File: config.mk
export PLATFORM = sky130hd
export DESIGN_NAME = icache_ctrl_flat
export DESIGN_NICKNAME = d
export VERILOG_FILES = /design/src/hdl/icache_pkg.sv /design/src/hdl/cache_way_if.sv /design/src/hdl/icache_ctrl.sv /design/src/hdl/lru_table.sv /design/src/hdl/refill_buffer.sv /design/src/flat_wrapper.sv
export SDC_FILE = /design/constraint.sdc
export NUM_CORES = 1
export LEC_CHECK = 0
export BUFFER_PORTS_ARGS = -buffer_cell sky130_fd_sc_hd__buf_2
export CAP_MARGIN = 30
export CORE_AREA = 2 2 347 349
export DETAILED_ROUTE_END_ITERATION = 6
export DIE_AREA = 0 0 349 351
export REMOVE_ABC_BUFFERS = 1
export SETUP_SLACK_MARGIN = 0.05
export SLEW_MARGIN = 20
export SYNTH_ARGS = -nofsm -noshare
export SYNTH_HDL_FRONTEND = slang
export SYNTH_SLANG_ARGS = --single-unit
File: constraint.sdc
create_clock -name clock_i -period 7.1 [get_ports clock_i]
set_input_delay 0 -clock clock_i [delete_from_list [all_inputs] [get_ports clock_i]]
set_output_delay 0 -clock clock_i [all_outputs]
set_load 0.01 [all_outputs]
File: src/hdl/icache_pkg.sv
package icache_pkg;

    // address split: tag | index | offset
    localparam int TAG_W    = 20;
    localparam int INDEX_W  = 8;
    localparam int OFFSET_W = 4;

    // geometry
    localparam int NUM_SETS = 256;
    localparam int NUM_WAYS = 2;
    localparam int WAY_W    = 1;

    // bus beat and line sizes
    localparam int WORD_W         = 32;
    localparam int LINE_W         = 128;
    localparam int BEATS_PER_LINE = 4;

    // cacop codes, taken from code[4:3] of the instruction
    localparam logic [1:0] CACOP_INDEX_INIT  = 2'd0;
    localparam logic [1:0] CACOP_INDEX_INVAL = 2'd1;
    localparam logic [1:0] CACOP_HIT_INVAL   = 2'd2;

    // controller states
    localparam logic [2:0] ST_IDLE    = 3'd0;
    localparam logic [2:0] ST_LOOKUP  = 3'd1;
    localparam logic [2:0] ST_REQUEST = 3'd2;
    localparam logic [2:0] ST_RECEIVE = 3'd3;
    localparam logic [2:0] ST_CACOP   = 3'd4;

    typedef struct packed {
        logic [TAG_W-1:0]    tag;
        logic [INDEX_W-1:0]  index;
        logic [OFFSET_W-1:0] offset;
    } fetch_view_t;

    // index ops pick the way with address bit 0
    typedef struct packed {
        logic [TAG_W-1:0]   tag;
        logic [INDEX_W-1:0] index;
        logic [2:0]         pad;
        logic [WAY_W-1:0]   way;
    } cacop_view_t;

    typedef union packed {
        fetch_view_t fetch;
        cacop_view_t cacop;
    } icache_addr_u;

endpackage

File: src/hdl/cache_way_if.sv
`timescale 1ns/1ps

interface cache_way_if;
    import icache_pkg::*;

    // request side
    logic               en;
    logic               we;
    logic [INDEX_W-1:0] index;
    logic [TAG_W-1:0]   tag_wdata;
    logic               valid_wdata;
    logic [LINE_W-1:0]  line_wdata;

    // read data, one cycle after en
    logic [TAG_W-1:0]   tag_rdata;
    logic               valid_rdata;
    logic [LINE_W-1:0]  line_rdata;

    modport ctrl (
        output en, we, index, tag_wdata, valid_wdata, line_wdata,
        input  tag_rdata, valid_rdata, line_rdata
    );

    modport way (
        input  en, we, index, tag_wdata, valid_wdata, line_wdata,
        output tag_rdata, valid_rdata, line_rdata
    );

endinterface

File: src/hdl/icache_ctrl.sv
`timescale 1ns/1ps

module icache_ctrl (
    input  logic                          clock_i,
    input  logic                          reset_i,
    // cpu fetch
    input  logic                          valid_i,
    output logic                          ready_o,
    input  icache_pkg::icache_addr_u      addr_i,
    input  logic                          uncached_i,
    output logic                          rvalid_o,
    output logic [icache_pkg::LINE_W-1:0] rdata_o,
    // cache operations
    input  logic                          cacop_en_i,
    input  logic [1:0]                    cacop_code_i,
    input  icache_pkg::icache_addr_u      cacop_addr_i,
    // bus bridge
    output logic                          rd_req_o,
    output logic [31:0]                   rd_addr_o,
    input  logic                          rd_rdy_i,
    input  logic                          ret_valid_i,
    input  logic                          ret_last_i,
    input  logic [icache_pkg::WORD_W-1:0] ret_data_i,
    // way ports
    cache_way_if.ctrl                     way0_o,
    cache_way_if.ctrl                     way1_o
);
    import icache_pkg::*;

    logic [2:0]          state_q;
    logic [TAG_W-1:0]    req_tag_q;
    logic [INDEX_W-1:0]  req_index_q;
    logic                req_uncached_q;
    logic [WAY_W-1:0]    req_way_q;
    logic [NUM_WAYS-1:0] valid_seen_q;

    logic [NUM_WAYS-1:0] way_valid;
    logic [NUM_WAYS-1:0] way_hit;
    logic [NUM_WAYS-1:0] way_en;
    logic [NUM_WAYS-1:0] way_we;
    logic [TAG_W-1:0]    way_tag  [NUM_WAYS];
    logic [LINE_W-1:0]   way_line [NUM_WAYS];
    logic [LINE_W-1:0]   hit_line;
    logic [INDEX_W-1:0]  way_index;
    logic [WAY_W-1:0]    victim_way;
    logic [LINE_W-1:0]   refill_line;
    logic                refill_done;

    wire st_idle    = state_q == ST_IDLE;
    wire st_lookup  = state_q == ST_LOOKUP;
    wire st_request = state_q == ST_REQUEST;
    wire st_receive = state_q == ST_RECEIVE;
    wire st_cacop   = state_q == ST_CACOP;

    // a cacop beats a fetch offered in the same cycle
    wire accept_cacop = st_idle && cacop_en_i;
    wire accept_fetch = st_idle && valid_i && !cacop_en_i;
    wire cacop_index_op = accept_cacop &&
        (cacop_code_i == CACOP_INDEX_INIT || cacop_code_i == CACOP_INDEX_INVAL);
    wire cacop_hit_op = accept_cacop && cacop_code_i == CACOP_HIT_INVAL;

    wire any_hit      = |way_hit;
    wire lookup_hit   = st_lookup && any_hit;
    wire refill_start = st_request && rd_rdy_i;
    wire finish       = st_receive && refill_done;
    wire refill_write = finish && !req_uncached_q;
    wire [WAY_W-1:0] hit_way = WAY_W'(way_hit[1]);

    assign way_valid   = {way1_o.valid_rdata, way0_o.valid_rdata};
    assign way_tag[0]  = way0_o.tag_rdata;
    assign way_tag[1]  = way1_o.tag_rdata;
    assign way_line[0] = way0_o.line_rdata;
    assign way_line[1] = way1_o.line_rdata;

    // tag compare and hit line select
    always_comb begin
        hit_line = '0;
        for (int i = 0; i < NUM_WAYS; i++) begin
            way_hit[i] = way_valid[i] && way_tag[i] == req_tag_q;
            hit_line   = hit_line | ({LINE_W{way_hit[i]}} & way_line[i]);
        end
    end

    assign ready_o   = st_idle;
    assign rvalid_o  = lookup_hit || finish;
    assign rdata_o   = st_lookup ? hit_line : refill_line;
    assign rd_req_o  = st_request;
    assign rd_addr_o = {req_tag_q, req_index_q, OFFSET_W'(0)};

    always_ff @(posedge clock_i) begin
        if (reset_i) begin
            state_q        <= ST_IDLE;
            req_uncached_q <= 1'b0;
        end else begin
            case (state_q)
                ST_IDLE: begin
                    if (cacop_hit_op) begin
                        state_q <= ST_CACOP;
                    end else if (accept_fetch) begin
                        state_q <= uncached_i ? ST_REQUEST : ST_LOOKUP;
                    end
                end
                ST_LOOKUP: begin
                    state_q <= any_hit ? ST_IDLE : ST_REQUEST;
                end
                ST_REQUEST: begin
                    if (rd_rdy_i) begin
                        state_q <= ST_RECEIVE;
                    end
                end
                ST_RECEIVE: begin
                    if (refill_done) begin
                        state_q <= ST_IDLE;
                    end
                end
                default: begin
                    state_q <= ST_IDLE;
                end
            endcase
            if (accept_fetch) begin
                req_uncached_q <= uncached_i;
            end
        end
    end

    // request buffer payload
    always_ff @(posedge clock_i) begin
        if (cacop_hit_op) begin
            req_tag_q   <= cacop_addr_i.cacop.tag;
            req_index_q <= cacop_addr_i.cacop.index;
        end else if (accept_fetch) begin
            req_tag_q   <= addr_i.fetch.tag;
            req_index_q <= addr_i.fetch.index;
        end
        if (st_lookup) begin
            valid_seen_q <= way_valid;
        end
        // victim is fixed once the bus accepts the read
        if (refill_start) begin
            req_way_q <= victim_way;
        end
    end

    // way enables: index ops, hit invalidate, refill and lookup reads
    always_comb begin
        for (int i = 0; i < NUM_WAYS; i++) begin
            way_we[i] = (cacop_index_op && cacop_addr_i.cacop.way == WAY_W'(i))
                     || (st_cacop && way_hit[i])
                     || (refill_write && req_way_q == WAY_W'(i));
            way_en[i] = way_we[i] || cacop_hit_op || (accept_fetch && !uncached_i);
        end
    end

    assign way_index = !st_idle ? req_index_q :
                       cacop_en_i ? cacop_addr_i.cacop.index : addr_i.fetch.index;

    assign way0_o.en          = way_en[0];
    assign way0_o.we          = way_we[0];
    assign way0_o.index       = way_index;
    assign way0_o.tag_wdata   = req_tag_q;
    assign way0_o.valid_wdata = st_receive;
    assign way0_o.line_wdata  = refill_line;

    assign way1_o.en          = way_en[1];
    assign way1_o.we          = way_we[1];
    assign way1_o.index       = way_index;
    assign way1_o.tag_wdata   = req_tag_q;
    assign way1_o.valid_wdata = st_receive;
    assign way1_o.line_wdata  = refill_line;

    refill_buffer u_refill (
        .clock_i     (clock_i),
        .reset_i     (reset_i),
        .start_i     (refill_start),
        .ret_valid_i (ret_valid_i),
        .ret_last_i  (ret_last_i),
        .ret_data_i  (ret_data_i),
        .done_o      (refill_done),
        .line_o      (refill_line)
    );

    lru_table u_lru (
        .clock_i        (clock_i),
        .reset_i        (reset_i),
        .touch_i        (lookup_hit || refill_write),
        .touch_index_i  (req_index_q),
        .touch_way_i    (st_lookup ? hit_way : req_way_q),
        .victim_index_i (req_index_q),
        .valid_ways_i   (valid_seen_q),
        .victim_way_o   (victim_way)
    );

endmodule

File: src/hdl/lru_table.sv
`timescale 1ns/1ps

module lru_table (
    input  logic                            clock_i,
    input  logic                            reset_i,
    input  logic                            touch_i,
    input  logic [icache_pkg::INDEX_W-1:0]  touch_index_i,
    input  logic [icache_pkg::WAY_W-1:0]    touch_way_i,
    input  logic [icache_pkg::INDEX_W-1:0]  victim_index_i,
    input  logic [icache_pkg::NUM_WAYS-1:0] valid_ways_i,
    output logic [icache_pkg::WAY_W-1:0]    victim_way_o
);
    import icache_pkg::*;

    // last used way per set
    logic [WAY_W-1:0] last_way_q [NUM_SETS];

    always_ff @(posedge clock_i) begin
        if (reset_i) begin
            last_way_q <= '{default: '0};
        end else if (touch_i) begin
            last_way_q[touch_index_i] <= touch_way_i;
        end
    end

    // fill empty ways first, otherwise evict the older one
    always_comb begin
        if (!valid_ways_i[0]) begin
            victim_way_o = WAY_W'(0);
        end else if (!valid_ways_i[1]) begin
            victim_way_o = WAY_W'(1);
        end else begin
            victim_way_o = ~last_way_q[victim_index_i];
        end
    end

endmodule

File: src/hdl/refill_buffer.sv
`timescale 1ns/1ps

module refill_buffer (
    input  logic                          clock_i,
    input  logic                          reset_i,
    input  logic                          start_i,
    input  logic                          ret_valid_i,
    input  logic                          ret_last_i,
    input  logic [icache_pkg::WORD_W-1:0] ret_data_i,
    output logic                          done_o,
    output logic [icache_pkg::LINE_W-1:0] line_o
);
    import icache_pkg::*;

    // beats 0..2 are held, the last one comes straight from the bus
    logic [WORD_W-1:0] beat_q [BEATS_PER_LINE-1];
    logic [1:0]        count_q;

    assign done_o = ret_valid_i && (ret_last_i || count_q == 2'(BEATS_PER_LINE - 1));
    assign line_o = {ret_data_i, beat_q[2], beat_q[1], beat_q[0]};

    always_ff @(posedge clock_i) begin
        if (reset_i || start_i) begin
            count_q <= 2'd0;
        end else if (ret_valid_i && !done_o) begin
            count_q <= count_q + 2'd1;
        end
    end

    always_ff @(posedge clock_i) begin
        if (ret_valid_i && !done_o) begin
            beat_q[count_q] <= ret_data_i;
        end
    end

endmodule

File: src/flat_wrapper.sv
// flat-port wrapper written by rule: the top's interface ports become plain ports
module icache_ctrl_flat import icache_pkg::*;
  (clock_i, reset_i, valid_i, ready_o, addr_i, uncached_i, rvalid_o, rdata_o, cacop_en_i, cacop_code_i, cacop_addr_i, rd_req_o, rd_addr_o, rd_rdy_i, ret_valid_i, ret_last_i, ret_data_i, way0_o_en, way0_o_we, way0_o_index, way0_o_tag_wdata, way0_o_valid_wdata, way0_o_line_wdata, way0_o_tag_rdata, way0_o_valid_rdata, way0_o_line_rdata, way1_o_en, way1_o_we, way1_o_index, way1_o_tag_wdata, way1_o_valid_wdata, way1_o_line_wdata, way1_o_tag_rdata, way1_o_valid_rdata, way1_o_line_rdata);
  cache_way_if way0_o_i ();
  cache_way_if way1_o_i ();
  input  logic clock_i;
  input  logic reset_i;
  input  logic valid_i;
  output logic ready_o;
  input  icache_pkg::icache_addr_u addr_i;
  input  logic uncached_i;
  output logic rvalid_o;
  output logic [icache_pkg::LINE_W-1:0] rdata_o;
  input  logic cacop_en_i;
  input  logic [1:0] cacop_code_i;
  input  icache_pkg::icache_addr_u cacop_addr_i;
  output logic rd_req_o;
  output logic [31:0] rd_addr_o;
  input  logic rd_rdy_i;
  input  logic ret_valid_i;
  input  logic ret_last_i;
  input  logic [icache_pkg::WORD_W-1:0] ret_data_i;
  output wire logic [$bits(way0_o_i.en)-1:0] way0_o_en;
  output wire logic [$bits(way0_o_i.we)-1:0] way0_o_we;
  output wire logic [$bits(way0_o_i.index)-1:0] way0_o_index;
  output wire logic [$bits(way0_o_i.tag_wdata)-1:0] way0_o_tag_wdata;
  output wire logic [$bits(way0_o_i.valid_wdata)-1:0] way0_o_valid_wdata;
  output wire logic [$bits(way0_o_i.line_wdata)-1:0] way0_o_line_wdata;
  input wire logic [$bits(way0_o_i.tag_rdata)-1:0] way0_o_tag_rdata;
  input wire logic [$bits(way0_o_i.valid_rdata)-1:0] way0_o_valid_rdata;
  input wire logic [$bits(way0_o_i.line_rdata)-1:0] way0_o_line_rdata;
  output wire logic [$bits(way1_o_i.en)-1:0] way1_o_en;
  output wire logic [$bits(way1_o_i.we)-1:0] way1_o_we;
  output wire logic [$bits(way1_o_i.index)-1:0] way1_o_index;
  output wire logic [$bits(way1_o_i.tag_wdata)-1:0] way1_o_tag_wdata;
  output wire logic [$bits(way1_o_i.valid_wdata)-1:0] way1_o_valid_wdata;
  output wire logic [$bits(way1_o_i.line_wdata)-1:0] way1_o_line_wdata;
  input wire logic [$bits(way1_o_i.tag_rdata)-1:0] way1_o_tag_rdata;
  input wire logic [$bits(way1_o_i.valid_rdata)-1:0] way1_o_valid_rdata;
  input wire logic [$bits(way1_o_i.line_rdata)-1:0] way1_o_line_rdata;
  assign way0_o_en = way0_o_i.en;
  assign way0_o_we = way0_o_i.we;
  assign way0_o_index = way0_o_i.index;
  assign way0_o_tag_wdata = way0_o_i.tag_wdata;
  assign way0_o_valid_wdata = way0_o_i.valid_wdata;
  assign way0_o_line_wdata = way0_o_i.line_wdata;
  assign way0_o_i.tag_rdata = way0_o_tag_rdata;
  assign way0_o_i.valid_rdata = way0_o_valid_rdata;
  assign way0_o_i.line_rdata = way0_o_line_rdata;
  assign way1_o_en = way1_o_i.en;
  assign way1_o_we = way1_o_i.we;
  assign way1_o_index = way1_o_i.index;
  assign way1_o_tag_wdata = way1_o_i.tag_wdata;
  assign way1_o_valid_wdata = way1_o_i.valid_wdata;
  assign way1_o_line_wdata = way1_o_i.line_wdata;
  assign way1_o_i.tag_rdata = way1_o_tag_rdata;
  assign way1_o_i.valid_rdata = way1_o_valid_rdata;
  assign way1_o_i.line_rdata = way1_o_line_rdata;
  icache_ctrl u_core (.clock_i(clock_i), .reset_i(reset_i), .valid_i(valid_i), .ready_o(ready_o), .addr_i(addr_i), .uncached_i(uncached_i), .rvalid_o(rvalid_o), .rdata_o(rdata_o), .cacop_en_i(cacop_en_i), .cacop_code_i(cacop_code_i), .cacop_addr_i(cacop_addr_i), .rd_req_o(rd_req_o), .rd_addr_o(rd_addr_o), .rd_rdy_i(rd_rdy_i), .ret_valid_i(ret_valid_i), .ret_last_i(ret_last_i), .ret_data_i(ret_data_i), .way0_o(way0_o_i), .way1_o(way1_o_i));
endmodule
# [Yosys cells after proc, flatten, opt, wreduce, memory -nomap -nowiden]
# Memory sizes are Yosys's and may differ from the RTL's.
# Index checks and enable logic that the tools add are counted.
[op_classes] n_addsub=1 mul=0 div_mod_pow=0 magnitude_cmp=2 eq_ne=12 shift=0 n_mux=24 bitwise_logic=7 reduce_logical=43
[op_table] operator="bitwise AND 128 bit" n=2
[op_table] operator="bitwise mux 256 bit" n=1
[op_table] operator="2-to-1 mux 128 bit" n=1
[op_table] operator="OR 128 bit" n=1
[op_table] operator="== test 20 bit" n=2
[op_table] operator="2-to-1 mux 20 bit" n=2
[op_table] operator="2-to-1 mux 8 bit" n=4
[op_table] operator="logical AND 1 bit" n=21
[op_table] operator="logical OR 1 bit" n=13
[op_table] operator="2-to-1 mux 3 bit" n=4
[op_table] operator="case mux 3 bit (4 select lines)" n=1
[op_table] operator=">= comparator 9 bit (second input constant)" n=1
[op_table] operator="less-than comparator 9 x 1 -> 1 bit (second input constant)" n=1
[op_table] operator="inverter 8 -> 9 bit" n=1
[op_table] operator="binary-select mux 1 bit (select 8 bit)" n=1
[op_table] operator="demux 1 bit (select 8 bit)" n=1
[op_table] operator="2-to-1 mux 1 bit" n=7
[op_table] operator="== test 3 x 2 -> 1 bit (second input constant)" n=2
[op_table] operator="== test 2 bit (second input constant)" n=2
[op_table] operator="zero test 1 bit" n=4
[op_table] operator="2-to-1 mux 2 bit" n=2
[op_table] operator="== test 3 x 1 -> 1 bit (second input constant)" n=1
[op_table] operator="== test 3 bit (second input constant)" n=1
[op_table] operator="zero test 3 bit" n=1
[op_table] operator="10 further kinds" n=12
[word_totals] reg_bits=293 latch_bits=0 ram_bits=96 mem_bits_ro=0 in_bits=404 output_inout_bits=481 word_cells=353 n_memories=1
[mem_list] name="u_core.u_refill.beat_q" words=3 word_bits=32 rd=3 rd_ports_with_merged_regs=0 write_ports=1 line_no="refill_buffer.sv:16" text="logic [WORD_W-1:0] beat_q [BEATS_PER_LINE-1];"

# [Longest topological paths before layout]
[depth] depth_word=9 ltp_mapped=11 ltp_nobuf=7

# [Modules after synthesis]
# From an unflattened synthesis, not the netlist that was laid out.
[hier_totals] hier_cells=2671 area_unflattened_um2=22560.4
[by_module_without_submodules] module="lru_table" n_inst=1 cells_each=1452 area_each_um2=12320.6 seq_area_each_um2=5124.9
[by_module_without_submodules] module="icache_ctrl" n_inst=1 cells_each=1072 area_each_um2=6920.4 seq_area_each_um2=1011.0
[by_module_without_submodules] module="refill_buffer" n_inst=1 cells_each=147 area_each_um2=3319.4 seq_area_each_um2=2922.8

# [Worst setup path before layout]
# OpenSTA, ideal clock, no wires.
[synth_timing] path_kind="register to register" startpoint="reg u_core.req_index_q[0]" endpoint="reg u_core.req_way_q, data pin" setup_ns=0.131 arrival_ns=2.350 required_ns=6.969 slack_ns=4.619 stages_incl_launch_ff=9 path_buffers=2 synth_period_minus_slack_ns=2.481 cell_sequence="edfxtp_1 > buf_4 > buf_2 > mux4_2 > mux4_2 > o2111ai_1 > nand4_1 > a21oi_1 > a221o_1"
[synth_via] elab_chain_len=6
[synth_lines] item="start: declaration" line_no="icache_ctrl.sv:32" text="logic [INDEX_W-1:0] req_index_q;"
[synth_lines] item="start signal: assignment" line_no="icache_ctrl.sv:130" text="req_index_q <= cacop_addr_i.cacop.index;"
[synth_lines] item="start signal: assignment" line_no="icache_ctrl.sv:133" text="req_index_q <= addr_i.fetch.index;"
[synth_lines] item="inverter 8 -> 9 bit (implied by the code)" line_no="lru_table.sv:33" text="victim_way_o = ~last_way_q[victim_index_i];"
[synth_lines] item="binary-select mux 1 bit (select 8 bit)" line_no="lru_table.sv:33"
[synth_lines] item="2-to-1 mux 1 bit (implied by the code) (2 in series)" line_no="lru_table.sv:33"
[synth_lines] item="inverter 1 bit" line_no="lru_table.sv:33"
[synth_lines] item="2-to-1 mux 1 bit" line_no="lru_table.sv:30" text="end else if (!valid_ways_i[1]) begin"
[synth_lines] item="end signal: assignment" line_no="icache_ctrl.sv:140" text="req_way_q <= victim_way;"
[synth_lines] item="end: declaration" line_no="icache_ctrl.sv:34" text="logic [WAY_W-1:0] req_way_q;"
# No other way between the ends. The select of a mux whose other input is x is not followed.
# A chain may end at the register's enable or synchronous reset.

# [Final worst setup path]
[layout_timing] startpoint="reg u_core.req_tag_q[2] (netlist: u_core.way0_o.tag_wdata[2])" endpoint="out rdata_o[88] (netlist name)"
[layout_via] elab_chain_len=5 elab_cells_between_ends=8 classes_between="eq/ne (2); mux (1); bitwise (3); reduce/logical (2)"
[layout_lines] item="start: declaration" line_no="icache_ctrl.sv:31" text="logic [TAG_W-1:0] req_tag_q;"
[layout_lines] item="start signal: assignment" line_no="icache_ctrl.sv:129" text="req_tag_q <= cacop_addr_i.cacop.tag;"
[layout_lines] item="start signal: assignment" line_no="icache_ctrl.sv:132" text="req_tag_q <= addr_i.fetch.tag;"
[layout_lines] item="== test 20 bit" line_no="icache_ctrl.sv:79" text="way_hit[i] = way_valid[i] && way_tag[i] == req_tag_q;"
[layout_lines] item="logical AND 1 bit" line_no="icache_ctrl.sv:79"
[layout_lines] item="bitwise AND 128 bit" line_no="icache_ctrl.sv:80" text="hit_line = hit_line | ({LINE_W{way_hit[i]}} & way_line[i]);"
[layout_lines] item="OR 128 bit (*)" line_no="icache_ctrl.sv:80"
[layout_lines] item="2-to-1 mux 128 bit (*)" line_no="icache_ctrl.sv:86" text="assign rdata_o = st_lookup ? hit_line : refill_line;"
[layout_lines] item="end: declaration" line_no="flat_wrapper.sv:13" text="output logic [icache_pkg::LINE_W-1:0] rdata_o;"
# Every way passes the cells marked *; elsewhere a longest branch is shown, timed or not.

==> key figures <==
Worst setup path
  – Arrival time worst endpoint: 4.99 ns
  – Required arrival time at the worst endpoint: 7.10 ns
  – Reg2reg setup slack: approximately 2.7 ns
  – Maximum fanout along the worst path: 44
  – Reg2Reg Depth: 9
  – Critical path start-end classification: reg2out
  – Setup crit end kind: output port
  – Startpoint Class: flop

STA
  – Max-slew headroom at the worst pin: -7.30%
  – Pins Over Slew Limit: 119
  – Total setup violations reported at the end of the flow: 0
  – Layout Skew: roughly 0.032 ns
  – Slew @ Worst Pin: 1.61 ns
  – Post-route setup TNS: 0 ns
  – RSZ-0062 raised after global routing: no
  – Share of the clock period used by the worst path: 70.3%
  – Maximum operating frequency: ~0.2 GHz
  – Final Critical Period: 4.99 ns
  – Number of hold violations in the final report: 0

Synth
  – Post-synthesis cell area: 23300 um^2
  – Number of register bits inferred by synthesis: 389
  – Sequential element share of the synthesized area: between 30% and 40%
  – Post-synth EDFFs: about 130
  – Fraction of the mapped netlist area in compound gates: about 15%
  – Instance count of the mapped netlist: ~2400
  – Share of the synthesized area in the top cell type: between 20% and 30%
  – Count of unique library cells instantiated by Yosys: between 50 and 60
  – Post-synthesis async set-or-reset flop share: 0%
  – Largest family of logic cells by synthesized area: multiplexers
  – Simple-Gate Fraction of Synth Area: 14.0%
  – Most common library cells after synthesis: 294 x sky130_fd_sc_hd__nor2_1, 272 x sky130_fd_sc_hd__mux2i_1, 263 x sky130_fd_sc_hd__nand2b_1
  – Top post-synthesis cells by area: sky130_fd_sc_hd__dfxtp_1 22%, sky130_fd_sc_hd__edfxtp_1 16%, sky130_fd_sc_hd__mux2i_1 12%, sky130_fd_sc_hd__o211ai_1 8.3%, sky130_fd_sc_hd__buf_4 7.1%
  – Mux cell area share after synthesis: around 20%
  – Synthesized area divided by synthesized cell count: 9.92 um^2
  – Synth Flop Type: sky130_fd_sc_hd__dfxtp_1
  – Top-count cell post-synth: sky130_fd_sc_hd__nor2_1
  – Ys Warns: 0
  – Synth Area in XOR/XNOR: between 1.5 and 2%
  – Adder-Cell Fraction of Synth Area: less than 1%
  – Largest area contributor in the netlist: sky130_fd_sc_hd__dfxtp_1

Clock tree
  – H-tree Lvls: 2
  – TritonCTS buffer count: between 40 and 50
  – Clock sink total: around 390
  – CTS tree: yes
  – Clock edge transition at the registers on the reported setup and hold paths: roughly 0.06 ns
  – Clock network latency to the later pin of the worst-skew pair: 0.65 ns
  – Root buffer cell: sky130_fd_sc_hd__clkbuf_16
  – Maximum clock insertion buffer count: 3

Cells and area
  – Area of all placed cells without fillers: approximately 30000 um^2
  – Count of filler cells inserted in the layout: about 13000
  – Number of nets in the layout: about 3400
  – Final design utilization: 25.8%
  – Area grow syn2layout: 31.7%
  – Non-filler cells in the finished layout: between 4000 and 5000
  – Fraction of layout cells with a size suffix above 1: a little under two fifths

Hold path
  – Min-Delay Path Depth: 4
  – Class of the worst hold path: in2reg

Global routing
  – Via count of the first global-routing pass: between 20000 and 25000
  – Total routing resource utilization after global routing: 26.1%
  – Initial antenna violation count: between 90 and 100
  – Global routing usage on met1: 29.8%
  – Global-route wire length before repair: about 210000 um
  – Largest net degree at the start of global routing: approximately 260
  – Most used routing layer in global routing: met2
  – Global routing met3 resource utilization: about a quarter
  – Met2 Resource Use GR: 33.8%
  – Overflow left after global routing: 0

Place
  – Detail Placement HPWL: ~130000 um
  – Total placed cells including tap cells: approximately 4400
  – Routability congestion estimate: 0.982
  – PortBufs: ~870
  – Cell area reported after detailed placement: around 28000 um^2

Floorplan
  – CORE AREA: roughly 120000 um^2
  – Total Die Area: roughly 120000 um^2
  – Initial Util: about a fifth
  – Die W: approximately 350 um
  – Row Count: between 100 and 150
  – Chip Height: 351 um
  – Number of placed I/O pins: 885

Routing
  – DRC violation count after routing: 0
  – Vias after detailed routing: 23100
  – DR vias/cell: around 5.0
  – Count of routing violations after the opening detailed-route iteration: approximately 2900
  – Total Wirelength: approximately 170000 um
  – Count of TritonRoute iterations in the first routing pass: 5
  – Mean routed wirelength per cell: 36.5 um
  – Number of antenna-violating nets in the routed design: 0

Power
  – Worst supply voltage drop on vdd: 0.173 mV
  – Leakage power total: around 13 nW
  – Design Power: ~6.7 mW
  – Power density over the cells: about 220 nW/um^2

Job
  – Max-capacitance violation count: 0

Status
  – Outcome: finished with violations
  – Violations in the final reports: max-slew violations
## per-stage QoR
stage	setup WS [ns]	hold slack, ns
after floorplan	-8.89	0
after global placement	3.00	0.225
after detailed placement	2.99	0.222
after CTS	2.27	0.0414
after global routing	2.08	0.0819
final	2.11	0.0601
## cell type report
cell class                      instances  area (um^2)  area share (%)
Sequential cell                       389         9060            29.5
Clock buffer                           70         1450            4.71
Antenna cell                           51          128           0.415
Tap cell                             1548         1940            6.30
Inverter                               10         42.5           0.138
Timing Repair Buffer                 1029         5910            19.2
Clock inverter                         21          344            1.12
Multi-Input combinational cell       1506        11900            38.6
## path summary, 6_finish.rpt
| kind | to | from |
|---|---|---|
| setup reg to reg | u_core.u_lru.last_way_q[42]$_SDFFE_PP0P_ | u_core.way0_o.tag_wdata[2]$_DFFE_PP_ |
| setup / recovery | rdata_o[88] | u_core.way0_o.tag_wdata[2]$_DFFE_PP_ |
| hold reg to reg | u_core.u_lru.last_way_q[89]$_SDFFE_PP0P_ | u_core.u_lru.last_way_q[89]$_SDFFE_PP0P_ |
| hold / removal | u_core.state_q[0]$_SDFFE_PP0P_ | ret_valid_i |
## flip-flops by register name, indices dropped and copies added, names as in the netlist
register	count
u_core.u_lru.last_way_q	256
u_core.u_refill.beat_q	96
u_core.way0_o.tag_wdata	20
u_core.req_index_q	8
u_core.state_q	3
u_core.u_refill.count_q	2
u_core.valid_seen_q	2
u_core.req_uncached_q	1
u_core.req_way_q	1
## logic make-up after synthesis
kind of cell	count (synthesis)
multiplexers	374
AND/OR/NAND/NOR	645
flip-flops	389
buffers and inverters	460
other	1
adder cells (fa/ha/maj)	4
XOR/XNOR	41
AO/OA/AOI/OAI	438
## critical path, cell delays in order (launching register included)
cell                       delay (ns)
sky130_fd_sc_hd__edfxtp_1        0.70
sky130_fd_sc_hd__xor2_1          0.26
sky130_fd_sc_hd__nor4_1          0.30
sky130_fd_sc_hd__nand3_1         0.43
sky130_fd_sc_hd__nor4_4          0.38
sky130_fd_sc_hd__buf_4           0.55
sky130_fd_sc_hd__buf_4           0.59
sky130_fd_sc_hd__a221oi_1        0.19
sky130_fd_sc_hd__nor2_1          0.54
sky130_fd_sc_hd__buf_2           0.25
## report_power, final
part / internal [mW] / total [mW] / switching, mW / leakage [nW]
sequential: 2.35 / 2.43 / 0.0854 / 3.28
clock: 1.66 / 2.81 / 1.15 / 0.877
combinational: 0.496 / 1.49 / 0.993 / 9.14
## cells in the final DEF, fill, tap and decap left out, types with 36 or more instances in the layout
cell and n:
sky130_fd_sc_hd__mux2i_1 272, sky130_fd_sc_hd__dlygate4sd3_1 98, sky130_fd_sc_hd__o211ai_1 259, sky130_fd_sc_hd__mux2_2 36, sky130_fd_sc_hd__nor2_1 281, sky130_fd_sc_hd__clkbuf_16 51, sky130_fd_sc_hd__buf_4 49, sky130_fd_sc_hd__edfxtp_1 127
sky130_fd_sc_hd__nand2b_1 263, sky130_fd_sc_hd__diode_2 51, sky130_fd_sc_hd__a221oi_1 128, sky130_fd_sc_hd__mux4_2 66, sky130_fd_sc_hd__buf_2 872, sky130_fd_sc_hd__dfxtp_1 262
## metal layers
metal | vias up | wire length, um
met2 | 1425 | 64700
li1 | 9724 | -
met4 | 56 | 5620
met5 | - | 373
met1 | 11600 | 61400
met3 | 253 | 36600
## what timing repair did
item	4_1_cts	5_1_grt
hold buffers	98	0
endpoints found under the hold margin	133	0
gates resized for setup	0	0
buffers inserted	0	0
(Power assumes the default switching activity.)
